### src/dcache_pkg.sv
package dcache_pkg;

    // Address and data word sizes
    localparam int ADDR_WIDTH = 32;
    localparam int WORD_WIDTH = 32;
    localparam int BYTES_PER_WORD = WORD_WIDTH / 8;

    // Four hardware threads share the cache
    localparam int THREAD_IDX_WIDTH = 2;

    // Upper address bits that select the uncached I/O region
    localparam int IO_PREFIX_WIDTH = 16;
    localparam logic [IO_PREFIX_WIDTH-1:0] IO_ADDR_PREFIX = 16'hffff;

    typedef logic [WORD_WIDTH-1:0] scalar_t;

    typedef logic [THREAD_IDX_WIDTH-1:0] thread_idx_t;

    // Access size of a load or store
    typedef enum logic [1:0]
    {
        MEM_B     = 2'd0,   // Byte
        MEM_S     = 2'd1,   // 16-bit
        MEM_L     = 2'd2,   // 32-bit
        MEM_BLOCK = 2'd3    // Whole line vector
    } mem_op_t;

endpackage

### src/stage_result.sv
`timescale 1ns/1ps

module stage_result
    import dcache_pkg::*;
(
    input  logic        clk,
    input  logic        reset,
    input  logic        request_valid,
    input  thread_idx_t request_thread,
    input  mem_op_t     request_op,
    input  logic        request_is_load,
    input  logic        cached_load,
    input  logic        hit,
    input  logic        unaligned,
    input  logic        is_io,
    output logic        result_valid,
    output thread_idx_t result_thread,
    output mem_op_t     result_op,
    output logic        suspend_thread,
    output logic        fault,
    output logic        fault_is_store,
    output logic        result_is_io
);

    always_ff @(posedge clk, posedge reset)
    begin
        if (reset)
        begin
            result_valid <= 1'b0;
            suspend_thread <= 1'b0;
            fault <= 1'b0;
        end
        else
        begin
            result_valid <= request_valid;

            // Thread waits for the L2 fill on a clean miss
            suspend_thread <= cached_load && !hit && !unaligned;

            // Alignment is only enforced on cached accesses
            fault <= request_valid && !is_io && unaligned;
        end
    end

    always_ff @(posedge clk)
    begin
        result_thread <= request_thread;
        result_op <= request_op;
        fault_is_store <= !request_is_load;
        result_is_io <= is_io;
    end

endmodule

### config.mk
export PLATFORM = sky130hd
export DESIGN_NAME = stage_result
export DESIGN_NICKNAME = d
export VERILOG_FILES = /design/src/dcache_pkg.sv /design/src/stage_result.sv
export SDC_FILE = /design/constraint.sdc
export NUM_CORES = 1
export LEC_CHECK = 0
export BUFFER_PORTS_ARGS = -buffer_cell sky130_fd_sc_hd__buf_2
export CAP_MARGIN = 20
export CORE_AREA = 2 2 39 41
export CTS_BUF_LIST = sky130_fd_sc_hd__clkbuf_8 sky130_fd_sc_hd__clkbuf_16
export DETAILED_ROUTE_END_ITERATION = 10
export DIE_AREA = 0 0 41 43
export PLACE_DENSITY = 0.42
export SLEW_MARGIN = 20
export SYNTH_ARGS = -nofsm -noshare
export SYNTH_HDL_FRONTEND = slang
export SYNTH_SLANG_ARGS = --single-unit
export TNS_END_PERCENT = 10
### constraint.sdc
create_clock -name clk -period 0.8 [get_ports clk]
set_clock_uncertainty 0.15 [all_clocks]
set_input_delay 0.16 -clock clk [delete_from_list [all_inputs] [get_ports clk]]
set_output_delay 0.16 -clock clk [all_outputs]
set_load 0.005 [all_outputs]
# Yosys cells after proc, flatten, opt, wreduce, memory -nomap -nowiden

Cells that the tools add are included.

Register bits: 9
Bits of input ports: 12
Output and inout bits: 9
Word-level logic and storage cells: 15

Reductions and logical operators: 8

Operator list:

| cell                | number |
|---|---|
| $logic_and A1 B1 Y1 | 4 |
| $logic_not A1 Y1    | 4 |

# Longest topological paths before layout

Depth after elaboration: 3
Gate-level depth with buffers: 1
Gate-level depth less buffers: 1

# Worst setup path before layout

OpenSTA, ideal clock, no wires.

Path type: register -> output
From: reg fault
To: out fault
Data arrival time: 0.349 ns
Required time: 0.490 ns
Setup slack: 0.141 ns
Stages on the path, launching flop included: 1
Buffers on the path: 0
Cell sequence: dfrtp_1

RTL lines:

| item                     | RTL line           | text |
|---|---|---|
| start: declaration       | stage_result.sv:20 | `output logic fault,` |
| start signal: assignment | stage_result.sv:41 | `fault <= request_valid && !is_io && unaligned;` |

No word-level cell between the ends.

# Final worst setup path

From: reg fault
To: out fault

No word-level cell between the ends.

==> summary.md <==
| Metric | Value |
|---|---|
| Fin. Hold Viols | `8` |
| Grt ovf | `0` |
| Slew HR | `0.917` |
| Max Clk Rate | `0.994 GHz` |
| Avg Inst Size Synth | `17.2 sq um` |
| Root Buffer | `clkbuf_8` |
| # port buffers | `20` |
| Period Utilization, post-route | `1.26` |
| Syn_nets | `25` |
| Design Area, Final | `399 sq um` |
| Clk pwr share | `0.471` |
| DP Area | `344 sq um` |
| Commonest non-fill, non-tap cell in the layout | `buf_2` |
| Worst-path maximum fanout | `1` |
| Routed vias/inst | `3.39` |
| Hold buffers post-CTS | `1` |
| Post-CTS Resized | `0` |
| Ant diodes | `0` |
| FP Rows | `14` |
| CP max stage cell | `dfrtp_1` |
| Sw Pwr | `183 uW` |
| Hold_sp | `request_op[1]` |
| Post-Syn Instances | `13` |
| Die area | `1760 sq um` |
| Vias | `183` |
| Synth Warn # | `0` |
| Most frequent cells in the layout | `20 x buf_2, 6 x dfxtp_1, 3 x inv_1, 3 x clkbuf_8, 3 x dfrtp_1` |
| # DRC | `0` |
| Critical path required time | `0.49 ns` |
| Synth-to-Final Area Change | `78.2%` |
| Max Cap Violations | `0` |
| Die Height | `43 um` |
| Drt wl/cell | `8.96 um` |
| Number of global-route vias before repair | `202` |
| Logic pwr share | `0.063` |
| Core Area | `1380 sq um` |
| DRT iter0 DRCs | `3` |
| Critical path launch point type | `flop` |
| ANT nets after route | `0` |
| GR Util All Layers | `0.0666` |
| Total power | `1030 uW` |
| Share of cells above drive strength 1 | `0.632` |
| P_leak | `0.000222 uW` |
| Crit. End Element | `output port` |
| Sink Count | `9` |
| Final net count | `51` |
| Number of synthesized register bits | `9` |
| Internal Power | `847 uW` |
| Violated checks | `hold timing, setup timing` |
| Family with the most delay on the worst path | `flip-flops` |
| Layout fillers | `148` |
| Chip width | `41 um` |
| Reg clk slew, reported paths | `0.04 ns` |
| Initial Utilization | `0.162` |
| Min Tclk post-route | `1.01 ns` |
| First-pass GRT wire length | `690 um` |
| H-tree depth | `1` |
| Sequential share of power | `0.466` |
| CTS tree | `done` |
| Crit path kind | `flop to output port` |
| Hold path cells | `1` |
| Cts bufs inserted | `3` |
| Initial antenna violation count | `0` |
| Worst hold endpoint | `result_op[1]` |
| Worst slew pin tran | `0.124 ns` |
| Post-synthesis cell area | `224 sq um` |
| Yosys cell types | `5` |
| Num ports | `21` |
| Total length of routed wires | `484 um` |
| CTS max path bufs | `2` |
| Sequential fraction of the synthesis area | `0.872` |
| Critical path, cell by cell | `buf_2` |
| Fin. max-slew vios | `0` |
| Sw Share | `0.178` |
| WHS | `-0.114 ns` |
| Power per cell area | `2580 nW/um^2` |
| Crit path DAT | `0.70 ns` |
| Outcome | `complete, but fails checks` |
| Pre-antenna DRT Iters | `2` |
| CP max stage delay | `0.35 ns` |
| RSZ-0062 raised after global routing | `yes` |
| Hold/Removal Path Class | `input port to flop` |
| Worst vdd ir | `0.911 mV` |
| Routability cong. | `0.574` |
| Crit path buffers/inverters | `1` |
| Final WS setup | `-0.206 ns` |
| Count of final setup violators | `9` |
| Largest net degree at the start of global routing | `6` |
## kinds of logic (layout without fill, tap and decap cells)
logic type | after synthesis | count (layout) | synth area share
AND/OR/NAND/NOR | 2 | 2 | 0.0950
flip-flops | 9 | 9 | 0.872
buffers and inverters | 2 | 27 | 0.0335
## layer usage
layer  vias to the layer above  wire length (um)  GRT usage  part of all wire
li1                         88                 -          -                 -
met1                        74               197     0.0654              0.41
met2                        21               184     0.0875              0.38
met3                         0               101     0.0314              0.21
met4                         0                 0     0.0800                 0
met5                         -                 0          0                 0
## layout make-up
cell class	count	area, sq um	share of cell area
Clock buffer	3	41.3	0.103
Timing Repair Buffer	21	110	0.276
Multi-Input combinational cell	2	21.3	0.0533
Inverter	2	7.51	0.0188
Clock inverter	1	3.75	0.00940
Tap cell	16	20.0	0.0502
Sequential cell	9	195	0.489
## Yosys cell counts
cell type | number | area, sq um
dfxtp_1 | 6 | 120
dfrtp_1 | 3 | 75.1
inv_1 | 2 | 7.51
and3b_1 | 1 | 8.76
nor3b_2 | 1 | 12.5
## power by group through the flow
stage | combinational [uW] | clock [uW] | sequential [uW]
global route | 73.2 | 548 | 481
global placement | 60.3 | 0 | 487
floorplan | 7.70 | 0 | 491
detailed placement | 63.5 | 0 | 487
finish | 64.7 | 486 | 480
CTS | 66.8 | 511 | 481
## how the worst max path moves through the flow
stage | start | cells after the start | endpoint
after global routing | suspend_thread | 1 | suspend_thread
after global placement | fault | 1 | fault
after floorplan | fault | 0 | fault
final | fault | 1 | fault
after CTS | fault | 1 | fault
after detailed placement | fault | 1 | fault
## per-stage QoR
stage / setup WS (ns) / cells / util / TNS [ns]
floorplan: 0.141 / 13 / - / 0
global placement: 0.0402 / 49 / 0.249 / 0
detailed placement: 0.0249 / 49 / 0.249 / 0
CTS: -0.222 / 54 / 0.288 / -1.55
global route: -0.237 / 54 / 0.288 / -1.70
finish: -0.206 / 54 / 0.288 / -1.44
## timing repair
item,4_1_cts,5_1_grt
buffers inserted,0,0
setup endpoints to repair,9,9
hold endpoints to repair,11,8
pin swaps,0,0
## registers in the layout, indices dropped and copies added (netlist names)
signal / count
result_valid: 1
result_op: 2
fault: 1
fault_is_store: 1
result_thread: 2
result_is_io: 1
suspend_thread: 1
No activity file was read; power rests on OpenSTA's default activity.
