## config.mk

```make
export PLATFORM = sky130hd
export DESIGN_NAME = way_hit_check
export DESIGN_NICKNAME = d
export VERILOG_FILES = /design/src/dcache_pkg.sv /design/src/way_hit_check.sv
export SDC_FILE = /design/constraint.sdc
export NUM_CORES = 1
export LEC_CHECK = 0
export ABC_AREA = 1
export BUFFER_PORTS_ARGS = -buffer_cell sky130_fd_sc_hd__buf_2
export CAP_MARGIN = 20
export CORE_UTILIZATION = 42
export DETAILED_ROUTE_END_ITERATION = 8
export PLACE_DENSITY = 0.86
export SLEW_MARGIN = 10
export SYNTH_ARGS = -nofsm -noshare
export SYNTH_HDL_FRONTEND = slang
export SYNTH_SLANG_ARGS = --single-unit
```

## constraint.sdc

```tcl
create_clock -name vclk -period 1.8
set_input_delay 0.54 -clock vclk [all_inputs]
set_output_delay 0.54 -clock vclk [all_outputs]
set_load 0.02 [all_outputs]
```

## src/dcache_pkg.sv

```systemverilog
package dcache_pkg;

    // Address and data word sizes
    localparam int ADDR_WIDTH = 32;
    localparam int WORD_WIDTH = 32;
    localparam int BYTES_PER_WORD = WORD_WIDTH / 8;

    // Four hardware threads share the cache
    localparam int THREAD_IDX_WIDTH = 2;

    // Upper address bits that select the uncached I/O region
    localparam int IO_PREFIX_WIDTH = 16;
    localparam logic [IO_PREFIX_WIDTH-1:0] IO_ADDR_PREFIX = 16'hffff;

    typedef logic [WORD_WIDTH-1:0] scalar_t;

    typedef logic [THREAD_IDX_WIDTH-1:0] thread_idx_t;

    // Access size of a load or store
    typedef enum logic [1:0]
    {
        MEM_B     = 2'd0,   // Byte
        MEM_S     = 2'd1,   // 16-bit
        MEM_L     = 2'd2,   // 32-bit
        MEM_BLOCK = 2'd3    // Whole line vector
    } mem_op_t;

endpackage

```

## src/way_hit_check.sv

```systemverilog
`timescale 1ns/1ps

module way_hit_check
    import dcache_pkg::*;
#(
    parameter int NUM_WAYS = 4,
    parameter int NUM_SETS = 64,
    parameter int LINE_WORDS = 16,
    localparam int OFFSET_WIDTH = $clog2(LINE_WORDS * BYTES_PER_WORD),
    localparam int SET_WIDTH = $clog2(NUM_SETS),
    localparam int TAG_WIDTH = ADDR_WIDTH - SET_WIDTH - OFFSET_WIDTH,
    localparam int WAY_IDX_WIDTH = $clog2(NUM_WAYS)
)(
    input  scalar_t                             request_addr,
    input  logic [NUM_WAYS-1:0]                 way_valid,
    input  logic [NUM_WAYS-1:0][TAG_WIDTH-1:0]  way_tag,
    output logic                                hit,
    output logic [WAY_IDX_WIDTH-1:0]            hit_way
);

    logic [TAG_WIDTH-1:0] request_tag;
    logic [NUM_WAYS-1:0]  way_match;

    assign request_tag = request_addr[ADDR_WIDTH-1 -: TAG_WIDTH];

    for (genvar w = 0; w < NUM_WAYS; w++)
    begin : g_match
        assign way_match[w] = way_valid[w] && way_tag[w] == request_tag;
    end

    assign hit = |way_match;

    // A line lives in at most one way, so OR-ing the indices is enough
    always_comb
    begin
        hit_way = '0;
        for (int w = 0; w < NUM_WAYS; w++)
        begin
            if (way_match[w])
                hit_way = hit_way | WAY_IDX_WIDTH'(w);
        end
    end

endmodule

```

* After elaboration in Yosys (flattened, before gate mapping) *
Index checks and enable logic that the tools add are counted.
W data, S select, Z words.

word-level totals
  register bits after elaboration = 0
  output and inout port bits = 3
  word-level logic and storage cells = 12

cells by class
  mux-type cells = 3
  equal/unequal tests = 4
  reduce and logical (&&, ||, !) cells = 5

operators with widths
  kind                 number
  $eq A20 B20 Y1       4
  $logic_and A1 B1 Y1  4
  $mux W2              2
  $reduce_or A4 Y1     1
  $mux W1              1

* Longest topological paths before layout *
  word-level depth = 5
  gate-level depth with buffers = 10

* Worst setup path after synthesis *
No wires, ideal clock.

  kind = input to output
  start = in request_addr[13]
  end = out hit
  path buffers = 0
  data required time = 1.260 ns
  stages on the path = 10
  data arrival time = 1.270 ns
  setup slack = -0.010 ns
  cells stage by stage = inv_2 > nand2_1 > nand2_1 > nor2_1 > nand2_1 > nor2_1 > nand3_2 > nand2_2 > inv_2 > nand2_2

between the ends
  word-level cells in the longest chain between the ends = 3

ends and longest elaborated chain
  element              line                 RTL
  start: declaration   way_hit_check.sv:14  input scalar_t request_addr,
  $eq A20 B20 Y1       way_hit_check.sv:28  assign way_match[w] = way_valid[w] && way_tag[w] == request_tag;
  $logic_and A1 B1 Y1  way_hit_check.sv:28
  $reduce_or A4 Y1 *   way_hit_check.sv:31  assign hit = |way_match;
  end: declaration     way_hit_check.sv:17  output logic hit,

Mark *: on every way between the ends. The rest lies on a longest branch, timed or not.

* Worst setup path after layout *
  start = in way_tag[20] in the netlist's numbering
  end = out hit

between the ends
  word-level cells in the longest chain between the ends = 3

ends and longest elaborated chain
  element              line                 RTL
  start: declaration   way_hit_check.sv:16  input logic [NUM_WAYS-1:0][TAG_WIDTH-1:0] way_tag,
  $eq A20 B20 Y1       way_hit_check.sv:28
  $logic_and A1 B1 Y1  way_hit_check.sv:28
  $reduce_or A4 Y1     way_hit_check.sv:31

No other way between the ends.

==> summary.txt <==
Status
  • Status: complete, but fails checks
  • Failing checks: negative setup slack

Setup path
  • Critical Path Source Type: input port
  • Critical path's slowest cell: xnor2_1
  • Setup Crit Path Kind: input port to primary output
  • Worst Setup End Kind: primary output
  • Critical Path RT: 1.26 ns
  • CP dominant cell by count: nand3_2
  • Ordered list of cells on the worst path: buf_2 > xnor2_1 > nand3_2 > nor2_2 > nand3_2 > nand2_4 > inv_2 > nand2_2 > buf_6
  • CP peak stage delay: 0.21 ns
  • Crit path max fanout: 2
  • Crit path DAT: between 1.5 and 2 ns

Global routing
  • Number of antenna violations at the first check in global routing: 0
  • Vias in the first global route: 2014
  • GRT Util Overall: 28.8%
  • First-pass GRT wire length: 8080 um
  • Overflow after GRT: 0
  • Pin count of the biggest net entering global routing: 7

STA
  • Worst Hold Slack: 1.62 ns
  • # setup viols final: 3
  • RSZ-0062 raised after global routing: yes
  • Final worst-path cycle share: 114%
  • Hold Fails Final Rpt: 0
  • Fin crit period: 2.06 ns
  • Slew at the pin closest to its max-slew limit: 0.206 ns
  • Highest clock rate: 0.486 GHz
  • Final worst slack: -0.257 ns
  • Max-slew headroom: 86.1%
  • Max Slew Vio Count: 0

Synthesis
  • Netlist cell types: 13
  • Multiplexer area fraction after synthesis: 0%
  • Synth Cell Area: ~1500 sq um
  • Simple-gate area share of the yosys netlist: between 60% and 70%
  • Top post-synthesis cells by area: nand2_1 52%, inv_1 15%, nor2_1 11%, inv_2 5.4%, xnor2_1 3.6%
  • Synth Area in Adders: 0%
  • Synth Area in XOR/XNOR: 3.61%
  • Mapped Nets: 478
  • Complex-gate fraction of the synthesized area: 7.21%
  • Largest family of logic cells by synthesized area: simple AND/OR/NAND/NOR gates
  • Largest area contributor in the netlist: nand2_1
  • Yosys top cell area share: 51.8%
  • Yosys warns: 0
  • Syn_area_per_cell: 4.03 sq um
  • Syn Inst Count: 362
  • Register area share after synthesis: 0%
  • Most frequent cell after synthesis: nand2_1
  • Top post-synthesis cells by count: 201 x nand2_1, 60 x inv_1, 41 x nor2_1, 21 x inv_2, 8 x o21ai_0

Routing
  • Drc violations: 0
  • Post-Route WL: between 5000 and 6000 um
  • Antenna viol nets, final: 0
  • TritonRoute pass-1 iters: 4
  • First DRT Iteration DRCs: 113
  • Vias: 2384
  • Vias/cell: ~4.6
  • Post-DR wirelength/cell: roughly 11 um

Layout
  • Clock buf count: 0
  • Share of cells above drive strength 1: 39.5%
  • Flip-flop and latch count: 0
  • ANT cells: 0
  • Area grow syn2layout: 74.4%
  • Fill count: 300
  • Area of the multi-input gates: roughly 1300 sq um
  • Layout net count: 592
  • Final core occ: between 70% and 80%
  • FF+latch area: 0 sq um

Place
  • Placer Congestion: ~0.94
  • Hpwl dp: 4420 um
  • Port bufs: 107
  • Pre-CTS setup slack: -0.329 ns

Die
  • Initial Utilization: 43.7%
  • Die ar.: 3710 sq um
  • Die height: 60.9 um
  • Die width: 60.9 um
  • Core area: 3340 sq um
  • Row count: 21
  • IO Pins: 119

Power
  • PwrDens: 212 nW/um^2
  • Largest vdd supply drop: 118 uV
  • P_leak: about 1.6 nW

Run
  • Max Cap Violations: 0

Min path
  • Hold Path Class: input port to primary output

Clock network
  • Hold-fix buffers at CTS: 0
  • Postcts setup bufs: 0
## stage by stage
step	total power, W	setup TNS, ns	std cells	area, sq um
final	0.000540	-0.595	520	2540
after global placement	0.000410	-0.828	520	2090
after floorplan	0.000211	0	362	1460
after global routing	0.000598	-0.770	520	2540
after CTS	0.000474	-0.553	520	2320
after detailed placement	0.000417	-0.836	520	2090
## what timing repair did
action / CTS / global route
hold endpoints to repair: 0 / 0
endpoints found under the setup margin: 3 / 3
pin swaps: 37 / 44
resized for setup: 79 / 66
## critical path: cells and delay by family
kind,cells,cell delay [ns]
buffers and inverters,3,0.24
and+or+nand+nor,5,0.52
xor gates and xnor gates,1,0.21
## where the power goes
group	switching [W]	leakage (nW)	internal, W
Combinational	0.000275	1.65	0.000265
Sequential	0	0	0
Clock	0	0	0
## logic make-up after synthesis
logic type             after synthesis
AO/OA/AOI/OAI                       19
XOR/XNOR                             6
buffers and inverters               81
AND/OR/NAND/NOR                    256
## area by class of cell
class / count / share of cell area, %
inverters: 81 / 13.9
multi-input cells: 281 / 50.5
well taps: 46 / 2.26
repair buffers: 112 / 33.3
## layout by cell type, fill, tap and decap left out, types with 2 or more instances in the layout
cell / synthesis / final
nand3_2: 2 / 4
nand2_1: 201 / 176
o211ai_1: 4 / 4
nand3_1: 6 / 4
inv_6: 0 / 4
o21ai_0: 8 / 2
nor2_1: 41 / 31
nor2_2: 3 / 13
buf_4: 0 / 4
inv_1: 60 / 54
xnor2_1: 6 / 4
nand2_4: 0 / 2
buf_2: 0 / 74
xnor2_2: 0 / 2
nand2_2: 2 / 25
buf_6: 0 / 21
buf_8: 0 / 10
o21ai_1: 7 / 11
o21ai_2: 0 / 2
buf_12: 0 / 3
inv_4: 0 / 9
inv_2: 21 / 13
## final timing paths
kind	startpoint	to	slack (ns)	cells after the start
max	way_tag[20]	hit	-0.26	9
min	way_tag[68]	hit_way[0]	1.62	7
## metal layers
layer / vias up / part of all wire [%] / global-route usage, %
li1: 1272 / - / -
met1: 997 / 38 / 35.7
met2: 103 / 52 / 55.1
met3: 12 / 7.7 / 1.92
met4: 0 / 1.8 / 4.55
met5: - / 0 / 0
(Power assumes the default switching activity.)
