`config.mk`:
```
export PLATFORM = sky130hd
export DESIGN_NAME = store_align
export DESIGN_NICKNAME = d
export VERILOG_FILES = /design/src/dcache_pkg.sv /design/src/store_align.sv
export SDC_FILE = /design/constraint.sdc
export NUM_CORES = 1
export LEC_CHECK = 0
export BUFFER_PORTS_ARGS = -buffer_cell sky130_fd_sc_hd__buf_2
export CAP_MARGIN = 10
export CORE_AREA = 2 2 438 440
export DETAILED_ROUTE_END_ITERATION = 8
export DIE_AREA = 0 0 440 442
export SLEW_MARGIN = 15
export SYNTH_ARGS = -nofsm -noshare
export SYNTH_HDL_FRONTEND = slang
export SYNTH_SLANG_ARGS = --single-unit
```
`constraint.sdc`:
```
create_clock -name vclk -period 1.25
set_clock_uncertainty 0.15 [all_clocks]
set_input_delay 0.0625 -clock vclk [all_inputs]
set_output_delay 0.0625 -clock vclk [all_outputs]
set_load 0.005 [all_outputs]
```
`src/dcache_pkg.sv`:
```
package dcache_pkg;

    // Address and data word sizes
    localparam int ADDR_WIDTH = 32;
    localparam int WORD_WIDTH = 32;
    localparam int BYTES_PER_WORD = WORD_WIDTH / 8;

    // Four hardware threads share the cache
    localparam int THREAD_IDX_WIDTH = 2;

    // Upper address bits that select the uncached I/O region
    localparam int IO_PREFIX_WIDTH = 16;
    localparam logic [IO_PREFIX_WIDTH-1:0] IO_ADDR_PREFIX = 16'hffff;

    typedef logic [WORD_WIDTH-1:0] scalar_t;

    typedef logic [THREAD_IDX_WIDTH-1:0] thread_idx_t;

    // Access size of a load or store
    typedef enum logic [1:0]
    {
        MEM_B     = 2'd0,   // Byte
        MEM_S     = 2'd1,   // 16-bit
        MEM_L     = 2'd2,   // 32-bit
        MEM_BLOCK = 2'd3    // Whole line vector
    } mem_op_t;

endpackage

```
`src/store_align.sv`:
```
`timescale 1ns/1ps

module store_align
    import dcache_pkg::*;
#(
    parameter int LINE_WORDS = 16,
    localparam int LINE_BYTES = LINE_WORDS * BYTES_PER_WORD,
    localparam int LINE_BITS = LINE_WORDS * WORD_WIDTH
)(
    input  mem_op_t                         request_op,
    input  scalar_t                         request_addr,
    input  scalar_t [LINE_WORDS-1:0]        store_value,
    input  logic [LINE_WORDS-1:0]           lane_mask,
    output logic [LINE_BYTES-1:0]           store_mask,
    output logic [LINE_BITS-1:0]            store_data,
    output logic                            store_mask_nonzero
);

    localparam int OFFSET_WIDTH = $clog2(LINE_BYTES);
    localparam int BYTE_IDX_WIDTH = $clog2(BYTES_PER_WORD);

    logic [OFFSET_WIDTH-BYTE_IDX_WIDTH-1:0] word_idx;
    logic [LINE_WORDS-1:0]     addr_word_mask;
    logic [LINE_WORDS-1:0]     word_mask;
    logic [BYTES_PER_WORD-1:0] byte_mask;
    logic [LINE_BITS-1:0]      block_data;
    scalar_t                   swapped_value;

    function automatic scalar_t byte_swap(input scalar_t value);
        return {value[7:0], value[15:8], value[23:16], value[31:24]};
    endfunction

    // Word 0 of the line sits in the top slot
    assign word_idx = request_addr[OFFSET_WIDTH-1:BYTE_IDX_WIDTH];
    assign addr_word_mask = {1'b1, {(LINE_WORDS - 1){1'b0}}} >> word_idx;

    assign swapped_value = byte_swap(store_value[0]);

    for (genvar i = 0; i < LINE_WORDS; i++)
    begin : g_block_swap
        assign block_data[i * WORD_WIDTH +: WORD_WIDTH] = byte_swap(store_value[i]);
    end

    always_comb
    begin
        word_mask = addr_word_mask;
        byte_mask = 4'b1111;
        store_data = {LINE_WORDS{swapped_value}};
        case (request_op)
            MEM_B:
            begin
                // Lowest address byte maps to the top mask bit
                byte_mask = 4'b1000 >> request_addr[1:0];
                store_data = {LINE_BYTES{store_value[0][7:0]}};
            end
            MEM_S:
            begin
                byte_mask = request_addr[1] ? 4'b0011 : 4'b1100;
                store_data = {(LINE_WORDS * 2){swapped_value[31:16]}};
            end
            MEM_L:
                store_data = {LINE_WORDS{swapped_value}};
            MEM_BLOCK:
            begin
                word_mask = lane_mask;
                store_data = block_data;
            end
            default:
                word_mask = '0;
        endcase
    end

    // Expand the slot and byte masks into one bit per line byte
    for (genvar b = 0; b < LINE_BYTES; b++)
    begin : g_mask
        assign store_mask[b] = word_mask[b / BYTES_PER_WORD]
            & byte_mask[b % BYTES_PER_WORD];
    end

    assign store_mask_nonzero = |store_mask;

endmodule

```
-- After elaboration in Yosys (flattened, before gate mapping)
Cells that the tools add are included.
- register bits: 0
- output and inout port bits: 577
- bits of input ports: 562
- mux-type cells: 4
- bitwise logic cells: 64
- shift-type cells: 2
- equality and inequality tests: 3
- reductions and logical operators: 2
- operators by type and width (kind ; number):
    512-bit case mux with 4 select lines ; 1
    1-bit bitwise AND ; 64
    64-bit OR reduction ; 1
    16-bit 2-to-1 mux ; 1
    16-bit by 4-bit >> shifter with 16-bit output (first input constant) ; 1
    4-bit case mux with 2 select lines ; 1
    2-bit equality test (second input constant) ; 2
    4-bit 2-to-1 mux ; 1
    4-bit by 2-bit >> shifter with 4-bit output (first input constant) ; 1
    2-bit by 1-bit equality test with 1-bit output (second input constant) ; 1
    2-bit logical NOT ; 1

-- Logic depth before layout (Yosys ltp)
- word-level depth: 4
- depth in mapped cells: 7

-- Worst setup path after synthesis
No wires, ideal clock.
- path type: input -> output
- from: in request_op[0]
- to: out store_data[194]
- data required time: 1.038 ns
- path slack: -0.104 ns
- stages on the path: 6
- data arrival time: 1.142 ns
- path through: buf_6 > buf_6 > mux2_4 > a22o_4 > buf_6 > a21o_1
- cells in the longest elaborated chain, start to end: 2
- elaborated cells on any way between the ends: 5
- those cells by class: 3 x eq/ne; 1 x mux; 1 x reduce/logical
- ends and longest elaborated chain (what ; RTL line ; text):
    from (decl) ; store_align.sv:10 ; input mem_op_t request_op,
    2-bit equality test (tied with other cells) ; store_align.sv:49 ; case (request_op)
    512-bit case mux with 4 select lines * ; store_align.sv:49 ;
    to (decl) ; store_align.sv:15 ; output logic [LINE_BITS-1:0] store_data,
Every way passes the cells marked *; elsewhere a longest branch is shown, timed or not. The select of a mux whose other input is x is not followed.

-- Worst setup path after layout
- from: in request_op[0]
- to: out store_mask[38]
- cells in the longest elaborated chain, start to end: 3
- elaborated cells on any way between the ends: 6
- those cells by class: 2 x eq/ne; 2 x mux; 1 x bitwise; 1 x reduce/logical
- ends and longest elaborated chain (what ; RTL line ; text):
    2-bit by 1-bit equality test with 1-bit output (tied with other cells) ; store_align.sv:49 ;
    4-bit case mux with 2 select lines or 16-bit 2-to-1 mux (tied branches) ; store_align.sv:49 ;
    1-bit bitwise AND * ; store_align.sv:77 ; & byte_mask[b % BYTES_PER_WORD];
    to (decl) ; store_align.sv:14 ; output logic [LINE_BYTES-1:0] store_mask,
Every way passes the cells marked *; elsewhere a longest branch is shown, timed or not.

==> metrics.cfg <==
[global_routing]
grt_antenna_before_repair = 364
grt_usage_pct = 19.0
grt_pass1_wl_um = 221000
globalRouteOverflowTotal = 0
first_global_vias = 12229
grt_max_degree = 49

[critical_path]
crit_arrival_ns = 1.48
critical_path_class = input port to primary output
path_max_fanout = 10
critPathLaunchType = input port
cp.required_ns = 1.04
critPathCaptureType = primary output

[synth]
synth_nets = 1341
yosys.area_share.simple_pct = 8.12
syn_area_um2 = 5720
syn_inst = 779
synth_top_family_by_area = compound AO/OA/AOI/OAI gates
synthMuxAreaShare_pct = 6.81
synth_adder_area_share_pct = 0
avgSynthCellArea_um2 = 7.34
yosysWarnings = 0
synth-xor-area-share_pct = 0
synth-compound-area-share_pct = 72.1
ys_types = 35
seq_area_frac_synth_pct = 0

[timing]
tightest_slew_ns = 0.388
rsz0062_at_grt = yes
relSlewSlack_pct = 74.1
fin_crit_ns = 1.69
fin_ws_ns = -0.441
fmaxAchievable_ghz = 0.591
fin_crit_sh_pct = 135
hold_violations = 0
fin_setup_tns_ns = -186.68
setup_viol = 565
maxSlewViolCount = 0

[floorplan]
initial_core_util_pct = 3.02
rows = 160
ios = 1139
core_area_um2 = 190000
die_h_um = 442
fp.dieArea_um2 = 194000
die_w_um = 440

[route]
wl_per_cell_um = 42.8
drcViolationCount = 0
drtIter0Drc = 1180
dr.pass1.iters = 5
wl_um = 199000
ant_nets = 0
viasPerCell = 3.10
num_vias = 14426

[run]
drv_cap = 0

[power]
power_density_nw_per_um2 = 534
irDropWorstVdd_uv = 136
leakage_nw = 10.3
p_total_mw = 10.1

[final_layout]
syn_to_final_growth_pct = 232
n_clock_buffer = 0
final_nets = 2588
seq_cells = 0
regArea_um2 = 0
fin_area_um2 = 19000
final_cell_count_no_fill = 4654
final_util_pct = 10.0
drive_above_1_share_pct = 73.9

[place]
place_area_um2 = 15800
place.gp.congestion = 0.943
port_buffers = 1113
dp_hpwl_um = 179000
post-place-cells = 4448

[run_status]
status = finished with violations
violations = setup timing

[min_path]
hold_path.class = input port to primary output

repair_timing:
action,in CTS,in global routing
endpoints found under the setup margin,569,569
gates cloned,15,19
resized for setup,174,247
buffers inserted,17,40
hold buffers,0,0
pin swaps,20,48
through the flow:
stage / hold WS, ns / worst slack [ns]
floorplan: 0.0558 / -0.103
global placement: 0.238 / -0.779
detailed placement: 0.237 / -0.730
CTS: 0.239 / -0.481
global route: 0.248 / -0.463
finish: 0.238 / -0.441
cells in the final DEF (no fill, tap or decap), types with 2 or more instances in the layout:
cell	count
o21a_4	12
a22oi_2	5
diode_2	119
o22a_1	5
nor2b_1	4
and3_1	8
a21o_4	9
nor2_1	45
buf_2	974
buf_6	120
o21a_1	107
mux2_4	10
nor2_2	10
a41oi_2	3
nand2_8	2
o22a_2	3
nor4_1	3
clkbuf_16	16
a31oi_4	3
bufbuf_16	2
buf_4	137
and2_4	9
a21oi_4	4
a21o_1	350
a22o_4	19
a32oi_4	2
buf_16	16
buf_8	11
clkbuf_4	5
buf_12	80
nor2_4	11
mux2_2	22
logic make-up (layout without fill, tap and decap cells):
kind of cell    count (synthesis)  in the layout
mux                            33             33
simple gates                   99            100
other cells                     0            119
compound gates                525            528
buf+inv                       122           1363
cells in the mapped netlist (5+ instances only):
cell type | count | area share [%]
o21a_1 | 120 | 16
clkbuf_1 | 18 | 1.2
buf_2 | 60 | 5.3
buf_6 | 17 | 3.3
a22o_4 | 12 | 3.7
mux2_2 | 27 | 5.3
and3_1 | 8 | 0.88
buf_4 | 22 | 2.9
nor2_1 | 65 | 4.3
a21o_1 | 360 | 47
o22a_1 | 8 | 1.2
mux2_4 | 5 | 1.3
a22oi_2 | 5 | 1.1
and2_1 | 9 | 0.98
path summary, 6_finish.rpt:
kind                         from             end  slack [ns]  cells after the start
setup / recovery    request_op[0]  store_mask[38]       -0.44                      9
hold / removal    store_value[33]  store_data[57]        0.24                      3
metal layers:
| metal | wire, um | vias to the layer above | GRT usage [%] |
|---|---|---|---|
| met5 | 1450 | - | 0 |
| met4 | 8610 | 214 | 4.15 |
| met3 | 25500 | 535 | 10.2 |
| met2 | 99700 | 1324 | 35.1 |
| met1 | 63700 | 6783 | 18.3 |
| li1 | - | 5570 | - |
where the power goes:
part / internal (mW) / total (mW) / switching [mW]
Sequential: 0 / 0 / 0
Clock: 0.0000130 / 0.0000130 / 0
Combinational: 4.56 / 10.1 / 5.58
Total: 4.56 / 10.1 / 5.58
worst max-delay path, cell delays in order:
cell and delay, ns:
buf_12 0.12, buf_12 0.15, and2_4 0.19, buf_12 0.16, buf_12 0.15, a32oi_4 0.23
buf_6 0.20, nor2_1 0.05, buf_2 0.12
final cells by class:
cell class                 count  area (um2)
inverter                       2        7.51
timing repair buffer        1361        9960
fill                       22119      171000
tap                         2511        3140
antenna                      119         298
multi-input combinational    661        5590
(Power assumes the default switching activity.)
