`config.mk`:
```
export PLATFORM = sky130hd
export DESIGN_NAME = mem_access_decode
export DESIGN_NICKNAME = d
export VERILOG_FILES = /design/src/dcache_pkg.sv /design/src/mem_access_decode.sv
export SDC_FILE = /design/constraint.sdc
export NUM_CORES = 1
export LEC_CHECK = 0
export BUFFER_PORTS_ARGS = -buffer_cell sky130_fd_sc_hd__buf_2
export CAP_MARGIN = 10
export CORE_AREA = 10 10 47 49
export DETAILED_ROUTE_END_ITERATION = 10
export DIE_AREA = 0 0 57 59
export PLACE_DENSITY_LB_ADDON = 0.05
export SYNTH_ARGS = -nofsm -noshare
export SYNTH_HDL_FRONTEND = slang
export SYNTH_SLANG_ARGS = --single-unit
```
`constraint.sdc`:
```
create_clock -name vclk -period 1.3
set_clock_uncertainty 0.2 [all_clocks]
set_input_delay 0.13 -clock vclk [all_inputs]
set_output_delay 0.13 -clock vclk [all_outputs]
set_load 0.01 [all_outputs]
```
`src/dcache_pkg.sv`:
```
package dcache_pkg;

    // Address and data word sizes
    localparam int ADDR_WIDTH = 32;
    localparam int WORD_WIDTH = 32;
    localparam int BYTES_PER_WORD = WORD_WIDTH / 8;

    // Four hardware threads share the cache
    localparam int THREAD_IDX_WIDTH = 2;

    // Upper address bits that select the uncached I/O region
    localparam int IO_PREFIX_WIDTH = 16;
    localparam logic [IO_PREFIX_WIDTH-1:0] IO_ADDR_PREFIX = 16'hffff;

    typedef logic [WORD_WIDTH-1:0] scalar_t;

    typedef logic [THREAD_IDX_WIDTH-1:0] thread_idx_t;

    // Access size of a load or store
    typedef enum logic [1:0]
    {
        MEM_B     = 2'd0,   // Byte
        MEM_S     = 2'd1,   // 16-bit
        MEM_L     = 2'd2,   // 32-bit
        MEM_BLOCK = 2'd3    // Whole line vector
    } mem_op_t;

endpackage

```
`src/mem_access_decode.sv`:
```
`timescale 1ns/1ps

module mem_access_decode
    import dcache_pkg::*;
#(
    parameter int LINE_WORDS = 16
)(
    input  logic    request_valid,
    input  mem_op_t request_op,
    input  logic    request_is_load,
    input  scalar_t request_addr,
    input  logic    store_mask_nonzero,
    output logic    cached_load,
    output logic    cached_store,
    output logic    io_read,
    output logic    io_write,
    output logic    is_io,
    output logic    unaligned
);

    localparam int OFFSET_WIDTH = $clog2(LINE_WORDS * BYTES_PER_WORD);

    logic cached_access;
    logic io_access;

    // Top 64 KiB of the address space goes to the I/O port
    assign is_io = request_addr[ADDR_WIDTH-1 -: IO_PREFIX_WIDTH] == IO_ADDR_PREFIX;

    assign cached_access = request_valid && !is_io;
    assign io_access = request_valid && is_io;

    // Alignment depends on the access size
    always_comb
    begin
        case (request_op)
            MEM_S:
                unaligned = request_addr[0];
            MEM_L:
                unaligned = |request_addr[1:0];
            MEM_BLOCK:
                unaligned = |request_addr[OFFSET_WIDTH-1:0];
            default:
                unaligned = 1'b0;
        endcase
    end

    assign cached_load = cached_access && request_is_load;

    // Nothing to write if every byte is masked off
    assign cached_store = cached_access
        && !request_is_load
        && !unaligned
        && store_mask_nonzero;

    // I/O accesses are passed through regardless of alignment
    assign io_read = io_access && request_is_load;
    assign io_write = io_access && !request_is_load;

endmodule

```
## Word level (Yosys, flattened, before mapping)

Index checks and enable logic that the tools add are counted.

- Equality and inequality tests: 4
- Mux-type cells: 1
- Reductions and logical operators: 13

Operator list:

| operator | count |
|---|---|
| 16-bit equality test, second input constant | 1 |
| 1-bit logical AND | 8 |
| 6-bit OR reduction | 1 |
| 2-bit equality test, second input constant | 2 |
| 1-bit logical NOT | 3 |
| 1-bit one-hot mux with 3 select lines | 1 |
| 2-bit by 1-bit equality test with 1-bit output, second input constant | 1 |
| 2-bit OR reduction | 1 |

- Bits in registers: 0
- Input bits: 37
- Output and inout bits: 6
- Logic and storage cells: 18

## Logic depth before layout (Yosys ltp)

- Depth after elaboration: 6
- Depth in mapped cells: 3
- Mapped depth without buffers: 3

## Worst setup path before layout

No wires, ideal clock.

- Path kind: input-to-output
- Start point: in request_addr[5]
- End point: out cached_store
- Data arrival time: 0.923 ns
- Data required time: 0.970 ns
- Slack: 0.047 ns
- Cell stages on the path: 3
- Buffers on the path: 0
- Cell sequence: nor4_1 > o211ai_1 > nor3_1

- Word-level cells in the longest chain between the ends: 5

RTL lines:

| element | line | source |
|---|---|---|
| start: declaration | mem_access_decode.sv:11 | `input scalar_t request_addr,` |
| 6-bit OR reduction | mem_access_decode.sv:41 | `unaligned = \|request_addr[OFFSET_WIDTH-1:0];` |
| 1-bit one-hot mux with 3 select lines | mem_access_decode.sv:35 | `case (request_op)` |
| via unaligned | mem_access_decode.sv:18 | `output logic unaligned` |
| 1-bit logical NOT | mem_access_decode.sv:52 | `&& !unaligned` |
| 1-bit logical AND | mem_access_decode.sv:52 |  |
| 1-bit logical AND | mem_access_decode.sv:53 | `&& store_mask_nonzero;` |
| end: declaration | mem_access_decode.sv:14 | `output logic cached_store,` |

The timed path passes the listed nets, and every way through them passes these cells.

## Worst setup path after layout

- Start point: in request_addr[31]
- End point: out io_write

- Word-level cells in the longest chain between the ends: 3

RTL lines:

| element | line | source |
|---|---|---|
| 16-bit equality test | mem_access_decode.sv:27 | `assign is_io = request_addr[ADDR_WIDTH-1 -: IO_PREFIX_WIDTH] == IO_ADDR_PREFIX;` |
| 1-bit logical AND | mem_access_decode.sv:30 | `assign io_access = request_valid && is_io;` |
| 1-bit logical AND | mem_access_decode.sv:57 | `assign io_write = io_access && !request_is_load;` |
| end: declaration | mem_access_decode.sv:16 | `output logic io_write,` |

Every way passes these cells.

==> run summary <==
The run finished, with violations left. The final reports fail on negative setup slack. The pre-antenna-repair detailed-routing pass consisted of 2 iterations.

The initial antenna violation count is 0, and the fraction of post-synthesis cell area in the top cell type by area is 0.187. The tools report the number of nets in the finished design as 90. The count of mapped cells out of synthesis came out at 16. The largest area contributor in the netlist was sky130_fd_sc_hd__nor4_4.

The share of cell area taken by muxes after synthesis was 0. The worst setup path is of the primary input to output pin kind. The number of remaining DRC errors was 0. The per-cell via count in the routed design came out at 4.21. The largest incremental delay on the critical path was 0.37 ns; the worst path setup slack after routing was -0.0710 ns. Along the worst path, the maximum fanout reaches 5. For the tightest slew margin relative to the limit, the log shows 0.788. Summed over all layers, the global routing overflow is 0.

The detail-routed net length per standard cell works out to 13.4 um. Setup repair after global routing could not meet its margin everywhere. VDD sags by at most 0.0632 mV. The utilization after layout is 0.308. The cell area after synthesis is 114 sq um.

The reported leakage power came out at 0.224 nW. The worst setup path is launched from a primary input. After synthesis, the cell types taking the most area are sky130_fd_sc_hd__nor4_4 (19%), sky130_fd_sc_hd__nand4_1 (16%), sky130_fd_sc_hd__nand4_2 (11%), sky130_fd_sc_hd__nand2_1 (9.9%), sky130_fd_sc_hd__and3b_1 (7.7%). Across the whole layout, storage elements account for 0 sq um. The clock period minus worst slack came out at 1.37 ns. The family with the most delay on the worst path was simple AND/OR/NAND/NOR gates. The tools report the final count of pins violating max slew as 0. The design has 0 sequential cells. Data on the critical path arrives at its endpoint at 1.04 ns. The total area inside the core boundary comes to 1400 sq um. During I/O placement, the number of pins put on the boundary was 43. The worst-path cell with the longest stage delay was sky130_fd_sc_hd__nor4_4. In this run the worst hold path is classified as primary input to output pin. The number of hold buffers added after CTS was 0. The endpoint class of the critical path was an output pin. The layout cell share with drive strength beyond 1 was 0.745; the number of cell rows was 14. 0 antenna diodes ended up in the layout.

The relative area change from synthesis to final layout is 279%. The part of the cycle the worst path needs came out at 1.05. The initial core utilization is 0.0812, and the synthesized-area fraction occupied by and/or/nand/nor cells is 0.890. The logs give 1 for the DRC marker count from the first detailed-route iteration and -0.134 ns for the sum of negative setup slack. Dividing total power by cell area gives a power density of 235 nW/um^2. The height of the die is 59 um. The tools report the max-capacitance violation count as 0. The area fraction in compound gates after synthesis came out at 0.110.

The logs give 1270 um for the global-route wire length before repair and 0.97 ns for the data required time at the worst endpoint. After synthesis, the mean cell area works out to 7.12 sq um. The setup-violating endpoint count in the final report is 3. The register area share after synthesis was 0; the maximum achievable frequency was 729 MHz. Clock buffers in the final layout number 0.

For the warning count from the yosys run, the log shows 0. The tools report the number of failing hold endpoints at the final stage as 0. The count of nets left with antenna violations after detail routing was 0; the via count of the routed design was 282.

Counting instances in the post-synthesis netlist gives the leading cell types as sky130_fd_sc_hd__nand2_1 (3), sky130_fd_sc_hd__nand4_1 (3). The routed design has 896 um of wire. Traced cell by cell, the critical path runs through buf_6, nand4_1, nor4_4, and3b_1, buf_2. At the end of routability-driven placement, the weighted congestion stood at 0.668. The post-synthesis net count came out at 53.

The die span in x came out at 57 um. Entering global routing, the biggest net connects 6 pins. The count of unique library cells instantiated by Yosys was 12; the synthesized-area fraction occupied by xor and xnor cells was 0. The adder and majority cell fraction of the synthesized area was 0; the total die area was 3360 sq um. At the pin with the least slew margin, the transition time is 0.316 ns.

Buffer and inverter count on the worst path: 2. For the via count of the first global-routing pass, the log shows 290. In this run the tool buffered the top-level ports with 33 buffer cells. Total routing resource utilization after global routing: 0.0424.

By area, the combinational part of the netlist is dominated by simple AND/OR/NAND/NOR gates.
==> final timing paths <==
| kind | from | to | slack [ns] | cells past startpoint |
|---|---|---|---|---|
| worst max-delay path | request_addr[31] | io_write | -0.07 | 5 |
| worst min-delay path | request_valid | cached_load | 0.39 | 4 |
==> area by class of cell <==
type	instances	area [sq um]
Multi-Input combinational cell	16	138
Fill cell	144	970
Tap cell	16	20.0
Timing Repair Buffer	35	274
==> metal layers <==
metal	part of all wire	up-vias	GRT usage
li1	-	137	-
met1	0.40	112	0.0560
met2	0.35	33	0.0512
met3	0.25	0	0.0386
met4	0	0	0
met5	0	-	0
==> power breakdown <==
| part | internal [mW] | total (mW) | switching, mW |
|---|---|---|---|
| combinational | 0.0684 | 0.101 | 0.0329 |
| clock | 0 | 0 | 0 |
| sequential | 0 | 0 | 0 |
| total | 0.0684 | 0.101 | 0.0329 |
==> layout by cell type, fill, tap and decap left out <==
| master | netlist | layout |
|---|---|---|
| sky130_fd_sc_hd__and3_1 | 1 | 1 |
| sky130_fd_sc_hd__and3b_1 | 1 | 1 |
| sky130_fd_sc_hd__buf_2 | 0 | 18 |
| sky130_fd_sc_hd__buf_4 | 0 | 2 |
| sky130_fd_sc_hd__buf_6 | 0 | 15 |
| sky130_fd_sc_hd__nand2_1 | 3 | 3 |
| sky130_fd_sc_hd__nand3b_1 | 1 | 1 |
| sky130_fd_sc_hd__nand4_1 | 3 | 3 |
| sky130_fd_sc_hd__nand4_4 | 0 | 1 |
| sky130_fd_sc_hd__nor2_1 | 1 | 1 |
| sky130_fd_sc_hd__nor3_1 | 1 | 1 |
| sky130_fd_sc_hd__nor4_4 | 1 | 2 |
| sky130_fd_sc_hd__o211ai_1 | 1 | 1 |
| sky130_fd_sc_hd__o21ai_0 | 1 | 1 |
==> kinds of logic after synthesis <==
| group | count (synthesis) |
|---|---|
| simple gates | 14 |
| compound gates | 2 |
==> timing repair <==
action / CTS / global route
endpoints found under the hold margin: 0 / 0
endpoints found under the setup margin: 4 / 5
gates resized for setup: 4 / 14
setup buffers: 0 / 2
pin swaps: 6 / 10
==> metrics by stage <==
step / power [mW] / cells / hold slack [ns] / cell area, sq um / setup slack (ns)
after floorplan: 0.0151 / 16 / 0.150 / 114 / 0.0474
after global placement: 0.0626 / 65 / 0.379 / 299 / -0.0769
after detailed placement: 0.0641 / 65 / 0.390 / 299 / -0.117
after CTS: 0.0713 / 65 / 0.390 / 324 / -0.101
after global routing: 0.111 / 67 / 0.420 / 432 / -0.149
final: 0.101 / 67 / 0.394 / 432 / -0.0710
Power figures use the tool's default switching activity.
